`src/hdl/saturn_cpu_pkg.sv`:
```
// Core-side definitions for the Saturn debug trace.
// Holds the clock phase count and the control-unit snapshot.

`default_nettype none

package saturn_cpu_pkg;

    // One machine cycle is four clock phases.
    localparam int unsigned phase_count = 4;

    // The last phase of a machine cycle, when the control unit reports a decode.
    localparam int unsigned trigger_phase = phase_count - 1;

    // Decoded instruction state as the control unit presents it.
    typedef struct packed {
        logic        instr_decoded;  // High when the fields below are valid.
        logic [19:0] current_pc;     // Address of the decoded instruction.
        logic        carry;
        logic [4:0]  alu_opcode;
        logic [4:0]  alu_reg_dest;
        logic [4:0]  alu_reg_src_1;
        logic [4:0]  alu_reg_src_2;
        logic [3:0]  alu_imm_value;  // Immediate nibble.
    } ctl_snapshot_t;

endpackage

`default_nettype wire

```
`src/hdl/saturn_dbg_pkg.sv`:
```
// Debug-side definitions for the Saturn trace line.
// Holds the Wishbone structs, the register map, the line layout and the formatter states.

`default_nettype none

package saturn_dbg_pkg;

    // Characters in one trace line.
    localparam int unsigned line_len = 51;

    // Wishbone register map.
    localparam logic [7:0] adr_status = 8'h00;  // Ready, length and line count.
    localparam logic [7:0] adr_chars  = 8'h40;  // First character of the line.

    // Upper-case hex digits, indexed by nibble value.
    localparam logic [15:0][7:0] hex_table = "FEDCBA9876543210";

    typedef struct packed {
        logic        cyc;
        logic        stb;
        logic        we;
        logic [7:0]  adr;
        logic [31:0] dat;
    } wb_req_t;

    typedef struct packed {
        logic        ack;
        logic [31:0] dat;
    } wb_rsp_t;

    // One character from the formatter into the line buffer.
    typedef struct packed {
        logic       en;    // Write strobe.
        logic [5:0] idx;   // Position in the line.
        logic [7:0] char;
        logic       last;  // Final character of the line.
    } buf_wr_t;

    // Fields of the trace line, in the order they are written.
    typedef enum logic [3:0] {
        PC_LABEL,
        PC_VALUE,
        CARRY,
        OPCODE,
        DEST,
        SRC1,
        SRC2,
        IMM,
        IDLE
    } fmt_state_t;

endpackage

`default_nettype wire

```
`src/hdl/saturn_dbg_line_buffer.sv`:
```
// Trace line buffer.
// Stores one formatted line and serves it with its status as a Wishbone classic slave.

`timescale 1ns/100ps
`default_nettype none

module saturn_dbg_line_buffer (
    input  wire                     i_clk,
    input  wire                     i_reset,
    input  wire saturn_dbg_pkg::buf_wr_t i_buf_wr,
    output logic                    o_buf_ready,
    input  wire saturn_dbg_pkg::wb_req_t i_wb,
    output saturn_dbg_pkg::wb_rsp_t o_wb
);

    logic [7:0]  mem [0:63];  // Character storage.
    logic [15:0] line_ctr;    // Completed lines since reset.
    logic        ack_q;
    logic [31:0] rdata_q;
    logic        wb_req;
    logic        is_chars;
    logic [5:0]  char_idx;
    logic [31:0] rdata;

    // A request is taken once, in the cycle before its ack.
    assign wb_req   = i_wb.cyc && i_wb.stb && !ack_q;
    assign is_chars = (i_wb.adr >= saturn_dbg_pkg::adr_chars)
                      && (i_wb.adr < saturn_dbg_pkg::adr_chars + 8'(saturn_dbg_pkg::line_len));
    assign char_idx = 6'(i_wb.adr - saturn_dbg_pkg::adr_chars);

    // Read decode.
    always_comb begin
        rdata = 32'd0;  // Unmapped addresses read as zero.
        if (i_wb.adr == saturn_dbg_pkg::adr_status) begin
            rdata = {line_ctr, 8'(saturn_dbg_pkg::line_len), 7'd0, o_buf_ready};
        end else if (is_chars) begin
            rdata = {24'd0, mem[char_idx]};
        end
    end

    always_ff @(posedge i_clk) begin
        if (i_buf_wr.en) begin
            mem[i_buf_wr.idx] <= i_buf_wr.char;
        end
    end

    always_ff @(posedge i_clk) begin
        if (i_reset) begin
            o_buf_ready <= 1'b0;
            line_ctr    <= 16'd0;
            ack_q       <= 1'b0;
        end else begin
            ack_q <= wb_req;  // Single-cycle pulse, one cycle after the request.
            // The host releases the line by writing 1 to bit 0 of the status word.
            if (wb_req && i_wb.we && (i_wb.adr == saturn_dbg_pkg::adr_status) && i_wb.dat[0]) begin
                o_buf_ready <= 1'b0;
            end
            if (i_buf_wr.en && i_buf_wr.last) begin
                o_buf_ready <= 1'b1;
                line_ctr    <= line_ctr + 16'd1;
            end
        end
    end

    always_ff @(posedge i_clk) begin
        if (wb_req) begin
            rdata_q <= rdata;
        end
    end

    always_comb begin
        o_wb.ack = ack_q;
        o_wb.dat = rdata_q;
    end

    // A held request must not be acknowledged twice.
    a_ack_pulse: assert property (
        @(posedge i_clk) disable iff (i_reset)
        o_wb.ack |=> !o_wb.ack
    );

endmodule

`default_nettype wire

```
`src/hdl/saturn_debug_top.sv`:
```
// Saturn debug-trace subsystem.
// Ties the phase generator, the trace debugger and the host-facing line buffer together.

`timescale 1ns/100ps
`default_nettype none

module saturn_debug_top (
    input  wire                           i_clk,
    input  wire                           i_reset,
    input  wire saturn_cpu_pkg::ctl_snapshot_t i_ctl,
    output logic [3:0]                    o_phases,
    output logic [31:0]                   o_cycle_ctr,
    output logic                          o_debug_cycle,
    input  wire saturn_dbg_pkg::wb_req_t  i_wb,
    output saturn_dbg_pkg::wb_rsp_t       o_wb
);

    saturn_dbg_pkg::buf_wr_t buf_wr;     // Formatter to buffer.
    logic                    buf_ready;  // Line held for the host.

    // The phase number is only needed inside the generator.
    saturn_phase_gen saturn_phase_gen_inst (
        .i_clk         (i_clk),
        .i_reset       (i_reset),
        .i_debug_cycle (o_debug_cycle),
        .o_phases      (o_phases),
        .o_phase       (),
        .o_cycle_ctr   (o_cycle_ctr)
    );

    saturn_debugger saturn_debugger_inst (
        .i_clk         (i_clk),
        .i_reset       (i_reset),
        .i_phases      (o_phases),
        .i_ctl         (i_ctl),
        .i_buf_ready   (buf_ready),
        .o_debug_cycle (o_debug_cycle),
        .o_buf_wr      (buf_wr)
    );

    saturn_dbg_line_buffer saturn_dbg_line_buffer_inst (
        .i_clk       (i_clk),
        .i_reset     (i_reset),
        .i_buf_wr    (buf_wr),
        .o_buf_ready (buf_ready),
        .i_wb        (i_wb),
        .o_wb        (o_wb)
    );

endmodule

`default_nettype wire

```
`src/hdl/saturn_debugger.sv`:
```
// Saturn trace debugger.
// Stalls the core on each decoded instruction and writes one formatted ASCII line.

`timescale 1ns/100ps
`default_nettype none

module saturn_debugger (
    input  wire                           i_clk,
    input  wire                           i_reset,
    input  wire [3:0]                     i_phases,
    input  wire saturn_cpu_pkg::ctl_snapshot_t i_ctl,
    input  wire                           i_buf_ready,
    output logic                          o_debug_cycle,
    output saturn_dbg_pkg::buf_wr_t       o_buf_wr
);

    saturn_cpu_pkg::ctl_snapshot_t snap;   // Values printed in this line.
    saturn_dbg_pkg::fmt_state_t    state;  // Field being written.
    logic [3:0] pos;       // Character position inside the field.
    logic [5:0] idx;       // Character position inside the line.
    logic [3:0] last_pos;  // Final position of the current field.
    logic [7:0] wr_char;
    logic       trigger;
    logic       advance;
    logic       field_done;

    function automatic logic [7:0] hex_char(input logic [3:0] nib);
        return saturn_dbg_pkg::hex_table[nib];
    endfunction

    function automatic saturn_dbg_pkg::fmt_state_t next_field(
        input saturn_dbg_pkg::fmt_state_t s
    );
        case (s)
            saturn_dbg_pkg::PC_LABEL: return saturn_dbg_pkg::PC_VALUE;
            saturn_dbg_pkg::PC_VALUE: return saturn_dbg_pkg::CARRY;
            saturn_dbg_pkg::CARRY:    return saturn_dbg_pkg::OPCODE;
            saturn_dbg_pkg::OPCODE:   return saturn_dbg_pkg::DEST;
            saturn_dbg_pkg::DEST:     return saturn_dbg_pkg::SRC1;
            saturn_dbg_pkg::SRC1:     return saturn_dbg_pkg::SRC2;
            saturn_dbg_pkg::SRC2:     return saturn_dbg_pkg::IMM;
            default:                  return saturn_dbg_pkg::IDLE;  // IMM closes the line.
        endcase
    endfunction

    // A decode reported in the last phase starts a trace, unless one is already running.
    assign trigger = i_phases[saturn_cpu_pkg::trigger_phase] && i_ctl.instr_decoded
                     && !o_debug_cycle;
    assign advance    = o_debug_cycle && !i_buf_ready;  // Wait while the host holds the line.
    assign field_done = (pos == last_pos);

    // Character for the current field and position. 5-bit fields print as two digits.
    always_comb begin
        wr_char  = " ";  // Separators and padding.
        last_pos = 4'd0;
        case (state)
            saturn_dbg_pkg::PC_LABEL: begin
                last_pos = 4'd3;
                case (pos)
                    4'd0:    wr_char = "P";
                    4'd1:    wr_char = "C";
                    4'd2:    wr_char = ":";
                    default: wr_char = " ";
                endcase
            end
            saturn_dbg_pkg::PC_VALUE: begin
                last_pos = 4'd5;
                case (pos)
                    4'd0:    wr_char = hex_char(snap.current_pc[19:16]);  // Most significant first.
                    4'd1:    wr_char = hex_char(snap.current_pc[15:12]);
                    4'd2:    wr_char = hex_char(snap.current_pc[11:8]);
                    4'd3:    wr_char = hex_char(snap.current_pc[7:4]);
                    4'd4:    wr_char = hex_char(snap.current_pc[3:0]);
                    default: wr_char = " ";
                endcase
            end
            saturn_dbg_pkg::CARRY: begin
                last_pos = 4'd8;
                case (pos)
                    4'd0:    wr_char = "C";
                    4'd1:    wr_char = "a";
                    4'd2:    wr_char = "r";
                    4'd3:    wr_char = "r";
                    4'd4:    wr_char = "y";
                    4'd5:    wr_char = ":";
                    4'd7:    wr_char = hex_char({3'b000, snap.carry});
                    default: wr_char = " ";
                endcase
            end
            saturn_dbg_pkg::OPCODE: begin
                last_pos = 4'd6;
                case (pos)
                    4'd0:    wr_char = "O";
                    4'd1:    wr_char = "P";
                    4'd2:    wr_char = ":";
                    4'd4:    wr_char = hex_char({3'b000, snap.alu_opcode[4]});
                    4'd5:    wr_char = hex_char(snap.alu_opcode[3:0]);
                    default: wr_char = " ";
                endcase
            end
            saturn_dbg_pkg::DEST: begin
                last_pos = 4'd5;  // The label is one character shorter here.
                case (pos)
                    4'd0:    wr_char = "D";
                    4'd1:    wr_char = ":";
                    4'd3:    wr_char = hex_char({3'b000, snap.alu_reg_dest[4]});
                    4'd4:    wr_char = hex_char(snap.alu_reg_dest[3:0]);
                    default: wr_char = " ";
                endcase
            end
            saturn_dbg_pkg::SRC1: begin
                last_pos = 4'd6;
                case (pos)
                    4'd0:    wr_char = "S";
                    4'd1:    wr_char = "1";
                    4'd2:    wr_char = ":";
                    4'd4:    wr_char = hex_char({3'b000, snap.alu_reg_src_1[4]});
                    4'd5:    wr_char = hex_char(snap.alu_reg_src_1[3:0]);
                    default: wr_char = " ";
                endcase
            end
            saturn_dbg_pkg::SRC2: begin
                last_pos = 4'd6;
                case (pos)
                    4'd0:    wr_char = "S";
                    4'd1:    wr_char = "2";
                    4'd2:    wr_char = ":";
                    4'd4:    wr_char = hex_char({3'b000, snap.alu_reg_src_2[4]});
                    4'd5:    wr_char = hex_char(snap.alu_reg_src_2[3:0]);
                    default: wr_char = " ";
                endcase
            end
            saturn_dbg_pkg::IMM: begin
                last_pos = 4'd4;  // No trailing space at the end of the line.
                case (pos)
                    4'd0:    wr_char = "I";
                    4'd1:    wr_char = "M";
                    4'd2:    wr_char = ":";
                    4'd4:    wr_char = hex_char(snap.alu_imm_value);
                    default: wr_char = " ";
                endcase
            end
            default: begin
                last_pos = 4'd0;  // Idle writes nothing.
            end
        endcase
    end

    always_comb begin
        o_buf_wr.en   = advance;
        o_buf_wr.idx  = idx;
        o_buf_wr.char = wr_char;
        o_buf_wr.last = (state == saturn_dbg_pkg::IMM) && field_done;
    end

    always_ff @(posedge i_clk) begin
        if (i_reset) begin
            o_debug_cycle <= 1'b0;
            state         <= saturn_dbg_pkg::IDLE;
            pos           <= 4'd0;
            idx           <= 6'd0;
        end else if (trigger) begin
            o_debug_cycle <= 1'b1;  // Core stalls from the next cycle.
            state         <= saturn_dbg_pkg::PC_LABEL;
            pos           <= 4'd0;
            idx           <= 6'd0;
        end else if (advance) begin
            idx <= idx + 6'd1;
            if (field_done) begin
                pos   <= 4'd0;
                state <= next_field(state);
                if (state == saturn_dbg_pkg::IMM) begin
                    o_debug_cycle <= 1'b0;  // The whole line is written, so the core runs again.
                end
            end else begin
                pos <= pos + 4'd1;
            end
        end
    end

    // Snapshot taken at the trigger edge.
    always_ff @(posedge i_clk) begin
        if (trigger) begin
            snap <= i_ctl;
        end
    end

    a_idx_range: assert property (
        @(posedge i_clk) disable iff (i_reset)
        o_buf_wr.en |-> (o_buf_wr.idx < 6'(saturn_dbg_pkg::line_len))
    );

    // The field walk has to land on the final column exactly when last is flagged.
    a_last_idx: assert property (
        @(posedge i_clk) disable iff (i_reset)
        (o_buf_wr.en && o_buf_wr.last) |-> (o_buf_wr.idx == 6'(saturn_dbg_pkg::line_len - 1))
    );

endmodule

`default_nettype wire

```
`src/hdl/saturn_phase_gen.sv`:
```
// Saturn clock phase generator.
// Rotates the one-hot phases, counts machine cycles and freezes during a debug cycle.

`timescale 1ns/100ps
`default_nettype none

module saturn_phase_gen (
    input  wire         i_clk,
    input  wire         i_reset,
    input  wire         i_debug_cycle,
    output logic [3:0]  o_phases,
    output logic [1:0]  o_phase,
    output logic [31:0] o_cycle_ctr
);

    logic phase_wrap;

    // The machine cycle ends on the last phase.
    assign phase_wrap = (o_phase == 2'(saturn_cpu_pkg::phase_count - 1));

    always_ff @(posedge i_clk) begin
        if (i_reset) begin
            o_phases    <= 4'b0001;
            o_phase     <= 2'd0;
            o_cycle_ctr <= 32'd0;
        end else if (!i_debug_cycle) begin
            o_phases <= {o_phases[2:0], o_phases[3]};  // Rotate towards the next phase.
            o_phase  <= o_phase + 2'd1;                // Wraps naturally from 3 to 0.
            if (phase_wrap) begin
                o_cycle_ctr <= o_cycle_ctr + 32'd1;
            end
        end
        // Both hold their value while the debugger owns the core.
    end

    // The one-hot vector and the phase number must always describe the same phase.
    a_phase_onehot: assert property (
        @(posedge i_clk) disable iff (i_reset)
        $onehot(o_phases) && (o_phases == (4'b0001 << o_phase))
    );

endmodule

`default_nettype wire

```
`config.mk`:
```
export PLATFORM = sky130hd
export DESIGN_NAME = saturn_debug_top
export DESIGN_NICKNAME = d
export VERILOG_FILES = /design/src/hdl/saturn_cpu_pkg.sv /design/src/hdl/saturn_dbg_pkg.sv /design/src/hdl/saturn_dbg_line_buffer.sv /design/src/hdl/saturn_debug_top.sv /design/src/hdl/saturn_debugger.sv /design/src/hdl/saturn_phase_gen.sv
export SDC_FILE = /design/constraint.sdc
export NUM_CORES = 1
export LEC_CHECK = 0
export BUFFER_PORTS_ARGS = -buffer_cell sky130_fd_sc_hd__buf_4
export CORE_AREA = 2 2 284 286
export DETAILED_ROUTE_END_ITERATION = 8
export DIE_AREA = 0 0 286 288
export SYNTH_ARGS = -nofsm -noshare
export SYNTH_HDL_FRONTEND = slang
export SYNTH_HIERARCHICAL = 1
export SYNTH_SLANG_ARGS = --single-unit
```
`constraint.sdc`:
```
create_clock -name i_clk -period 12 [get_ports i_clk]
set_input_delay 1.8 -clock i_clk [delete_from_list [all_inputs] [get_ports i_clk]]
set_output_delay 1.8 -clock i_clk [all_outputs]
set_load 0.005 [all_outputs]
```
==> metrics.txt, run 1 <==
status finished clean; met1 usage 0.2035; worst vdd ir 0.0001017 V; Period minus WS final 4.707 ns; Core ar. 0.07964 sq mm; Top Usage Layer GRT met2; number of global-route vias before repair 16.27k; CTS sink cnt 660; DR vias 16.01k; port bufs 125; worst min path class reg -> reg; number of synthesized flops with an enable pin 529; synth unique cells 75; grt ovf 0; reg2reg end saturn_dbg_line_buffer_inst/mem[30][4]; TNS Setup 0 ns; xor/xnor cell area share of the yosys netlist 0.01051; fmax 0.2124 GHz; DRC viols 0; Chip Height 288 um; mapped cell area 0.02749 sq mm; leakage power 0.01074 uW; CP required 12.36 ns; Hold Path Depth 2; final wirelength 63280 um; post-layout util 0.3981; CP Data Arrival Time 5.07 ns; max-cap violation count 0; post-CTS resize count 0; Design Power 4801 uW; # setup viols final 0; critical path class in -> reg; clk buf depth 3; depth of the CTS H-tree 3; clk_skew 0.02851 ns; Synth Area in Compound Gates 0.06412; r2r setup slk 8.17 ns; Mapped Cells 1816; Ys Warns 6; final hold viol count 0; DP HPWL 39250 um; GPL Wtd Cong 0.8559; num ports 161; CP Launch Type primary input; P per Cell Area 151.4 mW/mm^2; worst r2r src saturn_debugger_inst/o_debug_cycle; pin count of the biggest net entering global routing 67; hold wc startpoint saturn_phase_gen_inst/o_cycle_ctr[31]; Wirelength per Cell 20.77 um; Clock transition at path regs 0.06 ns; FFs w/ async S/R, synth 0; Total GRT Usage 0.1521; Routed Antenna Nets 0; Synth Area in Simple Gates 0.08196; TritonCTS Buffers 73; register area share after synthesis 0.6732; met3 Track Usage GR 0.03534; initial core utilization 0.3452; DRT iter0 DRCs 1360; met2 usage 0.2482; Synth Area in Adders 0.01274; antenna cells 0; clk root buf clkbuf_16; largest family of logic cells by synthesized area multiplexers; Die W 286 um; Worst-Margin Slew 0.9736 ns; RSZ-0062 raised after global routing false; Clock Latency Late Sink 0.61 ns; Primary FF master, synth edfxtp_1; Die ar. 0.08237 sq mm; Tcrit/Tclk final 0.3923; setup repair bufs after CTS 0; layout cell share with drive strength beyond 1 0.2024; Worst slew margin 0.3494; hold-critical path endpoint saturn_phase_gen_inst/o_cycle_ctr[31]; maximum fanout along the worst path 55; R2R depth 5; TritonCTS clock tree done; row cnt 104; DR vias/cell 5.257; first-pass detailed-route iteration total 6; Setup crit end kind flip-flop; first-pass GRT wire length 96830 um; number of synthesized register bits 660; Fillers 7372; initial antenna violation count 0; # hold bufs at CTS 0; syn_area_per_cell 15.14 sq um; Final Max Tran Viols 0; NumNets Final 2047; Layout area overhead 15.33%; share of synthesized area spent on multiplexers 0.1309
[registers in the layout (all words and copies together), names as in the netlist, named ones only]
| register | cells |
|---|---|
| saturn_dbg_line_buffer_inst/o_buf_ready | 1 |
| saturn_dbg_line_buffer_inst/ack_q | 1 |
| saturn_phase_gen_inst/o_phase | 2 |
| saturn_dbg_line_buffer_inst/line_ctr | 16 |
| saturn_debugger_inst/pos | 4 |
| saturn_debugger_inst/state | 4 |
| saturn_debugger_inst/snap | 45 |
| saturn_phase_gen_inst/o_cycle_ctr | 32 |
| saturn_dbg_line_buffer_inst/rdata_q | 25 |
| saturn_dbg_line_buffer_inst/mem | 459 |
| saturn_debugger_inst/o_debug_cycle | 1 |
| saturn_debugger_inst/idx | 6 |
| saturn_phase_gen_inst/o_phases | 4 |
[metal layers]
metal | wire length [um] | share of wire
met4 | 1240 | 0.020
met1 | 26770 | 0.42
met3 | 4981 | 0.079
met2 | 30290 | 0.48
met5 | 0 | 0
[worst max path at each step]
stage / startpoint / end / slack (ns) / cells past startpoint
2_1_floorplan: saturn_debugger_inst/pos[1] / saturn_dbg_line_buffer_inst/mem[0][1] / 8.11 / 9
3_3_place_gp: i_wb[33] / saturn_dbg_line_buffer_inst/rdata_q[0] / 6.67 / 7
3_5_place_dp: i_wb[33] / saturn_dbg_line_buffer_inst/rdata_q[0] / 6.63 / 7
4_1_cts: i_wb[33] / saturn_dbg_line_buffer_inst/rdata_q[0] / 7.31 / 7
5_1_grt: i_wb[33] / saturn_dbg_line_buffer_inst/rdata_q[0] / 7.11 / 7
6_report: i_wb[33] / saturn_dbg_line_buffer_inst/rdata_q[0] / 7.29 / 7
[synth_stat cells (all sizes together), types with 24 or more instances]
cell / count / area, sq um
inv: 48 / 180.2
nand2: 93 / 349.1
and2: 25 / 156.4
dfxtp: 131 / 2623
mux2i: 85 / 850.8
edfxtp: 529 / 15890
buf: 61 / 374.1
o21ai: 32 / 160.2
mux4: 110 / 2477
mux2: 24 / 270.3
nor2: 154 / 578.1
a21oi: 82 / 410.4
nand3: 41 / 205.2
clkbuf: 45 / 168.9
nor3: 26 / 130.1
ha: 28 / 350.3
[kinds of logic (layout without fill, tap and decap cells)]
family	after synthesis	in the layout
flip-flops	660	660
buffers and inverters	154	321
multiplexers	219	219
XOR/XNOR	33	33
AO/OA/AOI/OAI	262	262
adder cells (fa/ha/maj)	28	28
AND/OR/NAND/NOR	458	458
other	2	5
[report_power, final]
part | total [uW] | switching, uW | internal, uW
sequential | 2470 | 8.53 | 2470
clock | 2150 | 895 | 1250
combinational | 177 | 99.9 | 77.2
[cell usage in the layout (no fill, tap or decap), types with 9 or more instances in the layout]
master and n:
nor2_1 153, mux4_2 110, clkbuf_1 13, a21oi_1 82, mux2_2 24, dfxtp_1 131
o22ai_1 22, clkbuf_16 74, a22oi_1 12, o21ai_0 32, or4_1 15, nand4_1 21
clkinv_1 15, nor2b_1 20, xnor2_1 10, edfxtp_1 529, o31ai_1 20, nand3_1 41
xor2_1 23, inv_1 46, nor3_1 26, a211oi_1 12, clkinv_2 9, ha_1 28
buf_4 139, a31oi_1 12, nand2_1 93, mux2i_1 85, and2_1 25, nand2b_1 12
[worst max-delay path, cell delays in order]
cell and delay, ns:
buf_4 0.24, buf_4 0.68, buf_4 0.82, mux4_2 0.61, mux4_2 0.55, o211ai_2 0.17
nand3_1 0.08
[final cells by class]
cell class | count | area [sq um] | share of cell area
well taps | 1060 | 1326 | 0.04183
clock buffers | 93 | 1971 | 0.06215
flip-flops and latches | 660 | 18510 | 0.5837
multi-input cells | 1005 | 8330 | 0.2627
repair buffers | 140 | 1055 | 0.03327
inverters | 48 | 180.2 | 0.005682
clock inverters | 40 | 336.6 | 0.01062
[metrics by stage]
step	worst slack, ns	instance area [sq um]	instances	hold slack, ns
floorplan	8.109	27500	1819	0.4226
global route	7.107	31710	3046	0.5350
detailed placement	6.632	29400	2913	0.4782
global placement	6.669	29400	2913	0.4649
CTS	7.306	31710	3046	0.4901
finish	7.293	31710	3046	0.4890
(Power assumes the default switching activity.)
==> inputs of run 2 (changes only) <==
==> constraint.sdc (replaced) <==
create_clock -name i_clk -period 4.81 [get_ports i_clk]
set_input_delay 0.7215 -clock i_clk [delete_from_list [all_inputs] [get_ports i_clk]]
set_output_delay 0.7215 -clock i_clk [all_outputs]
set_load 0.005 [all_outputs]
==> metrics.txt, run 2 (synthesis gave the netlist of run 1 again) <==
clk root buf clkbuf_16; met1 usage 0.2052 (+0.001716); DP HPWL 40200 um (+2.4%); leakage power 0.01073 uW (about the same); Chip Height 288 um (unchanged); worst r2r src saturn_debugger_inst/pos[1]; TritonCTS Buffers 72 (-1.4%); grt ovf 0 (unchanged); share of power burned in registers 0.511 (-0.004); TritonCTS clock tree done; r2r setup slk 1.33 ns (-6.84 ns); critical path class reg -> reg; final wirelength 63050 um (-0.36%); clk buf depth 3 (unchanged); fmax 0.2871 GHz; status finished clean; P_int 9575 uW (+150%); depth of the CTS H-tree 3 (unchanged); DR vias 16.06k (+0.30%); Worst slew margin 0.2546 (-0.09482); worst vdd ir 0.0002564 V (+150%); Core ar. 0.07964 sq mm (unchanged); CP required 5.25 ns (-7.11 ns); Routed Antenna Nets 0 (unchanged); largest registers saturn_dbg_line_buffer_inst/mem: 459 flops, saturn_debugger_inst/snap: 45 flops, saturn_phase_gen_inst/o_cycle_ctr: 32 flops; GPL Wtd Cong 0.8772 (+2.5%); Die W 286 um (unchanged); most frequent cells in the layout edfxtp_1, nor2_1, buf_4; worst min path class in -> reg; clock share of power 0.452 (+0.004); clk_skew 0.01837 ns (-0.01014 ns); max-cap violation count 0 (unchanged); CP Data Arrival Time 3.92 ns (-1.15 ns); initial antenna violation count 0 (unchanged); # setup viols final 0 (unchanged); hold-critical path endpoint saturn_debugger_inst/snap[8]; Hold Path Depth 1 (-1); Die ar. 0.08237 sq mm (unchanged); Tcrit/Tclk final 0.7242; number of global-route vias before repair 16.17k (-0.61%); most common cell after layout, fill and taps aside edfxtp_1; Worst-Margin Slew 1.118 ns (+0.1445 ns); Gate power share 0.037 (about the same); setup repair bufs after CTS 0 (unchanged); met3 Track Usage GR 0.03502 (-0.0003170); initial core utilization 0.3452 (unchanged); Clock Latency Late Sink 0.60 ns (about the same); Period minus WS final 3.483 ns; row cnt 104 (unchanged); first-pass GRT wire length 96650 um (-0.19%); hold wc startpoint i_ctl[8]; worst hold slack 0.2949 ns (-0.1941 ns); TNS Setup 0 ns (unchanged); max FFs per register 459 (unchanged); Wirelength per Cell 20.65 um (-0.59%); Final Max Tran Viols 0 (unchanged); port bufs 125 (unchanged); final hold viol count 0 (unchanged); pin count of the biggest net entering global routing 65 (-3.0%); num ports 161 (unchanged); reg2reg end saturn_dbg_line_buffer_inst/mem[22][2]; P per Cell Area 378.6 mW/mm^2 (+150%); Sw Ratio 0.2064 (-0.002738); antenna cells 0 (unchanged); maximum fanout along the worst path 33 (-40%); Setup crit end kind flip-flop; Clock transition at path regs 0.06 ns (about the same); post-CTS resize count 0 (unchanged); met2 usage 0.2463 (-0.001877); switching power 2490 uW (+150%); DRT iter0 DRCs 1429 (+5.1%); # hold bufs at CTS 0 (unchanged); NumNets Final 2057 (+0.49%); Top Usage Layer GRT met2; CTS sink cnt 660 (unchanged); Total GRT Usage 0.1519 (-0.0001823); R2R depth 8 (+3); CP Launch Type flip-flop; Biggest register saturn_dbg_line_buffer_inst/mem; layout cell share with drive strength beyond 1 0.2092 (+0.006815); DR vias/cell 5.261 (about the same); Layout area overhead 15.91%; RSZ-0062 raised after global routing false; first-pass detailed-route iteration total 7 (+1); DRC viols 0 (unchanged)
run 2: cell count changes in the layout (fill, tap and decap cells not counted), moves of 3 or more:
cell        previous run  this run
clkinvlp_4             4         1
clkinv_1              15        11
inv_6                  6         3
buf_12                 0         3
clkinv_2               9        17
clkbuf_1              13         9
bufinv_16              4         7
clkbuf_8               4         1
buf_4                139       147
run 2: worst max-delay path, cell delays in order (launching register included):
cell and delay [ns]:
dfxtp_1 0.39, inv_1 0.17, ha_1 0.56, and2_1 0.48
a21oi_1 0.13, o211ai_1 0.19, nand2_1 0.13, a31oi_4 0.91
buf_4 0.32
run 2: per-layer routing:
metal | share of wire | vias to the layer above
met5 | 0 | -
met4 | 0.019 | 0
met3 | 0.072 | 88
met2 | 0.48 | 530
met1 | 0.43 | 8159
li1 | - | 7285
run 2: per-stage QoR:
stage / setup slack [ns] / utilization / instances / area, sq um / total power [uW]
after global routing: 0.9606 / 0.4002 / 3053 / 31870 / 12460
final: 1.327 / 0.4002 / 3053 / 31870 / 12060
after floorplan: 0.9193 / - / 1819 / 27500 / 6574
after CTS: 1.265 / 0.4002 / 3053 / 31870 / 12210
after global placement: 1.333 / 0.3707 / 2924 / 29520 / 6728
after detailed placement: 1.263 / 0.3707 / 2924 / 29520 / 6736
run 2: worst max-delay path by stage:
stage               slack [ns]                     startpoint                                        to
finish                    1.33    saturn_debugger_inst/pos[1]    saturn_dbg_line_buffer_inst/mem[22][2]
floorplan                 0.92    saturn_debugger_inst/pos[1]     saturn_dbg_line_buffer_inst/mem[0][1]
detailed placement        1.26  saturn_debugger_inst/state[1]  saturn_dbg_line_buffer_inst/line_ctr[14]
CTS                       1.26  saturn_debugger_inst/state[1]  saturn_dbg_line_buffer_inst/line_ctr[14]
global placement          1.33  saturn_debugger_inst/state[1]  saturn_dbg_line_buffer_inst/line_ctr[14]
global route              0.96  saturn_debugger_inst/state[1]  saturn_dbg_line_buffer_inst/line_ctr[14]
run 2: layout make-up:
type / instances / area, sq um
clock buffer: 85 / 1907
clock inverter: 44 / 440.4
fill: 7380 / 47770
inverter: 48 / 180.2
multi-input combinational: 1005 / 8330
sequential: 660 / 18510
tap: 1060 / 1326
timing repair buffer: 151 / 1175
run 2: power by group through the flow:
stage,registers (uW),logic [uW],clock network [uW]
floorplan,6290,288,0
global placement,6290,437,0
detailed placement,6290,445,0
CTS,6170,446,5600
global route,6170,481,5810
finish,6170,445,5450
==> inputs of run 3 (changes only) <==
==> constraint.sdc (replaced) <==
create_clock -name i_clk -period 2.8 [get_ports i_clk]
set_input_delay 0.42 -clock i_clk [delete_from_list [all_inputs] [get_ports i_clk]]
set_output_delay 0.42 -clock i_clk [all_outputs]
set_load 0.005 [all_outputs]
==> metrics.txt, run 3 (synthesis gave the netlist of run 1 again) <==
first-pass detailed-route iteration total 5 (-2); clock share of power 0.442 (-0.010); Sw Ratio 0.2142 (+0.007849); highest-delay cell along the critical path or4b_2; worst min path class in -> reg; RSZ-0062 raised after global routing false; TNS Setup 0 ns (unchanged); DR vias/cell 5.187 (-1.4%); maximum fanout along the worst path 64 (+94%); pin count of the biggest net entering global routing 65 (unchanged); TritonCTS clock tree done; final wirelength 65620 um (+4.1%); Placed Cells 3029 (+3.6%); max FFs per register 459 (unchanged); Worst slew margin 0.5130 (+0.2585); grt ovf 0 (unchanged); Core ar. 0.07964 sq mm (unchanged); worst r2r src saturn_debugger_inst/pos[1]; DRT iter0 DRCs 1284 (-10%); TritonCTS Buffers 71 (-1.4%); clk_skew 0.02350 ns (+0.005125 ns); first-pass GRT wire length 100400 um (+3.9%); worst vdd ir 0.0005042 V (+97%); num ports 161 (unchanged); GPL Wtd Cong 0.8592 (-2.1%); status finished clean; worst hold slack 0.07530 ns (-0.2196 ns); DP HPWL 42600 um (+6.0%); final hold viol count 0 (unchanged); Period minus WS final 2.623 ns (-0.8605 ns); Tcrit/Tclk final 0.9367 (+0.2125); hold-critical path endpoint saturn_dbg_line_buffer_inst/o_buf_ready; Die ar. 0.08237 sq mm (unchanged); port bufs 125 (unchanged); Chip Height 288 um (unchanged); Clock transition at path regs 0.06 ns (about the same); row cnt 104 (unchanged); # setup viols final 0 (unchanged); Setup crit end kind flip-flop; Total GRT Usage 0.1583 (+0.006430); CP Launch Type flip-flop; most common cell after layout, fill and taps aside edfxtp_1; Routed Antenna Nets 0 (unchanged); CP peak stage delay 0.68 ns (-0.23 ns); layout cell share with drive strength beyond 1 0.2490 (+0.03972); Gate power share 0.042 (+0.005); dpl ws 0.1142 ns (-1.149 ns); CP required 3.11 ns (-2.14 ns); fmax 0.3813 GHz (+33%); P_int 16130 uW (+68%); leakage power 0.01154 uW (+7.5%); max-cap violation count 0 (unchanged); clk root buf clkbuf_16; hold wc startpoint i_reset; Layout area overhead 20.93%; largest registers saturn_dbg_line_buffer_inst/mem: 459 flops, saturn_debugger_inst/snap: 45 flops, saturn_phase_gen_inst/o_cycle_ctr: 32 flops; Clock Latency Late Sink 0.62 ns (+0.02 ns); CTS sink cnt 660 (unchanged); most frequent cells in the layout edfxtp_1, buf_4, nor2_1; NumNets Final 2210 (+7.4%); Wirelength per Cell 20.45 um (-0.98%); R2R depth 8 (unchanged); number of global-route vias before repair 17.01k (+5.2%); setup ws final 0.1772 ns (-1.150 ns); Fillers 7258 (-1.7%); cell mode on critical path a21oi_1; critical path class reg -> reg; initial core utilization 0.3452 (unchanged); Hold Path Depth 2 (+1); r2r setup slk 0.18 ns (-1.15 ns); P per Cell Area 617.4 mW/mm^2 (+63%); CP Data Arrival Time 2.93 ns (-0.99 ns); critical path, cell by cell inv_4 > ha_2 > or4b_2 > a21oi_1 > o22ai_1 > a21oi_1 > nand4_1 > buf_12; Final Max Tran Viols 0 (unchanged); initial antenna violation count 0 (unchanged); Die W 286 um (unchanged); antenna cells 0 (unchanged); clk buf depth 3 (unchanged); Worst-Margin Slew 0.7277 ns (-0.3904 ns); DRC viols 0 (unchanged); Biggest register saturn_dbg_line_buffer_inst/mem; DR vias 16.65k (+3.6%); depth of the CTS H-tree 3 (unchanged); switching power 4397 uW (+77%); share of power burned in registers 0.516 (+0.005); Final Instance Count excl. Fillers 3209 (+5.1%); Design Power 20530 uW (+70%); reg2reg end saturn_dbg_line_buffer_inst/mem[25][5]
-- run 3: worst max path at each step --
stage / start / to / slack, ns
6_report: saturn_debugger_inst/pos[1] / saturn_dbg_line_buffer_inst/mem[25][5] / 0.18
5_1_grt: saturn_debugger_inst/pos[1] / saturn_dbg_line_buffer_inst/mem[31][5] / 0.0006
4_1_cts: saturn_debugger_inst/pos[1] / saturn_dbg_line_buffer_inst/mem[25][5] / 0.08
3_5_place_dp: saturn_debugger_inst/pos[1] / saturn_dbg_line_buffer_inst/mem[18][3] / 0.11
3_3_place_gp: saturn_debugger_inst/pos[1] / saturn_dbg_line_buffer_inst/mem[24][5] / 0.11
2_1_floorplan: saturn_debugger_inst/pos[1] / saturn_dbg_line_buffer_inst/mem[0][1] / -0.72
-- run 3: area by class of cell --
type	count	area [sq um]	share of cell area
Sequential cell	660	18520	0.5569
Multi-Input combinational cell	1005	8354	0.2513
Timing Repair Buffer	305	2606	0.07839
Clock buffer	84	1888	0.05679
Tap cell	1060	1326	0.03989
Clock inverter	47	370.4	0.01114
Inverter	48	185.2	0.005570
-- run 3: worst max-delay path, delay by kind of cell, from the launching register on --
family	cells	cell delay, ns
simple gates	2	0.85
compound gates	3	0.45
flops	1	0.41
buf+inv	2	0.31
fa+ha+maj	1	0.26
-- run 3: per-layer routing --
layer | share of wire | vias up | GRT usage | routed length, um
li1 | - | 7597 | - | -
met5 | 0 | - | 0 | 0
met1 | 0.42 | 8446 | 0.2064 | 27600
met2 | 0.49 | 518 | 0.2680 | 32140
met3 | 0.070 | 84 | 0.03629 | 4613
met4 | 0.019 | 0 | 0.03730 | 1276
-- run 3: what timing repair did --
item	CTS	global route
endpoints found under the hold margin	45	0
hold buffers	45	0
setup endpoints to repair	0	170
resized for setup	0	2
buffers inserted	0	4
-- run 3: power by group through the flow --
stage	Sequential [uW]	Clock [uW]	Combinational [uW]
final	10600	9060	868
after global routing	10600	9680	939
after CTS	10600	9300	870
after detailed placement	10800	0	817
after global placement	10800	0	799
after floorplan	10800	0	496
-- run 3: per-stage QoR --
stage	utilization	instance area [sq um]
after global placement	0.3830	30500
after floorplan	-	27610
after detailed placement	0.3830	30500
final	0.4175	33250
after global routing	0.4175	33250
after CTS	0.4170	33210
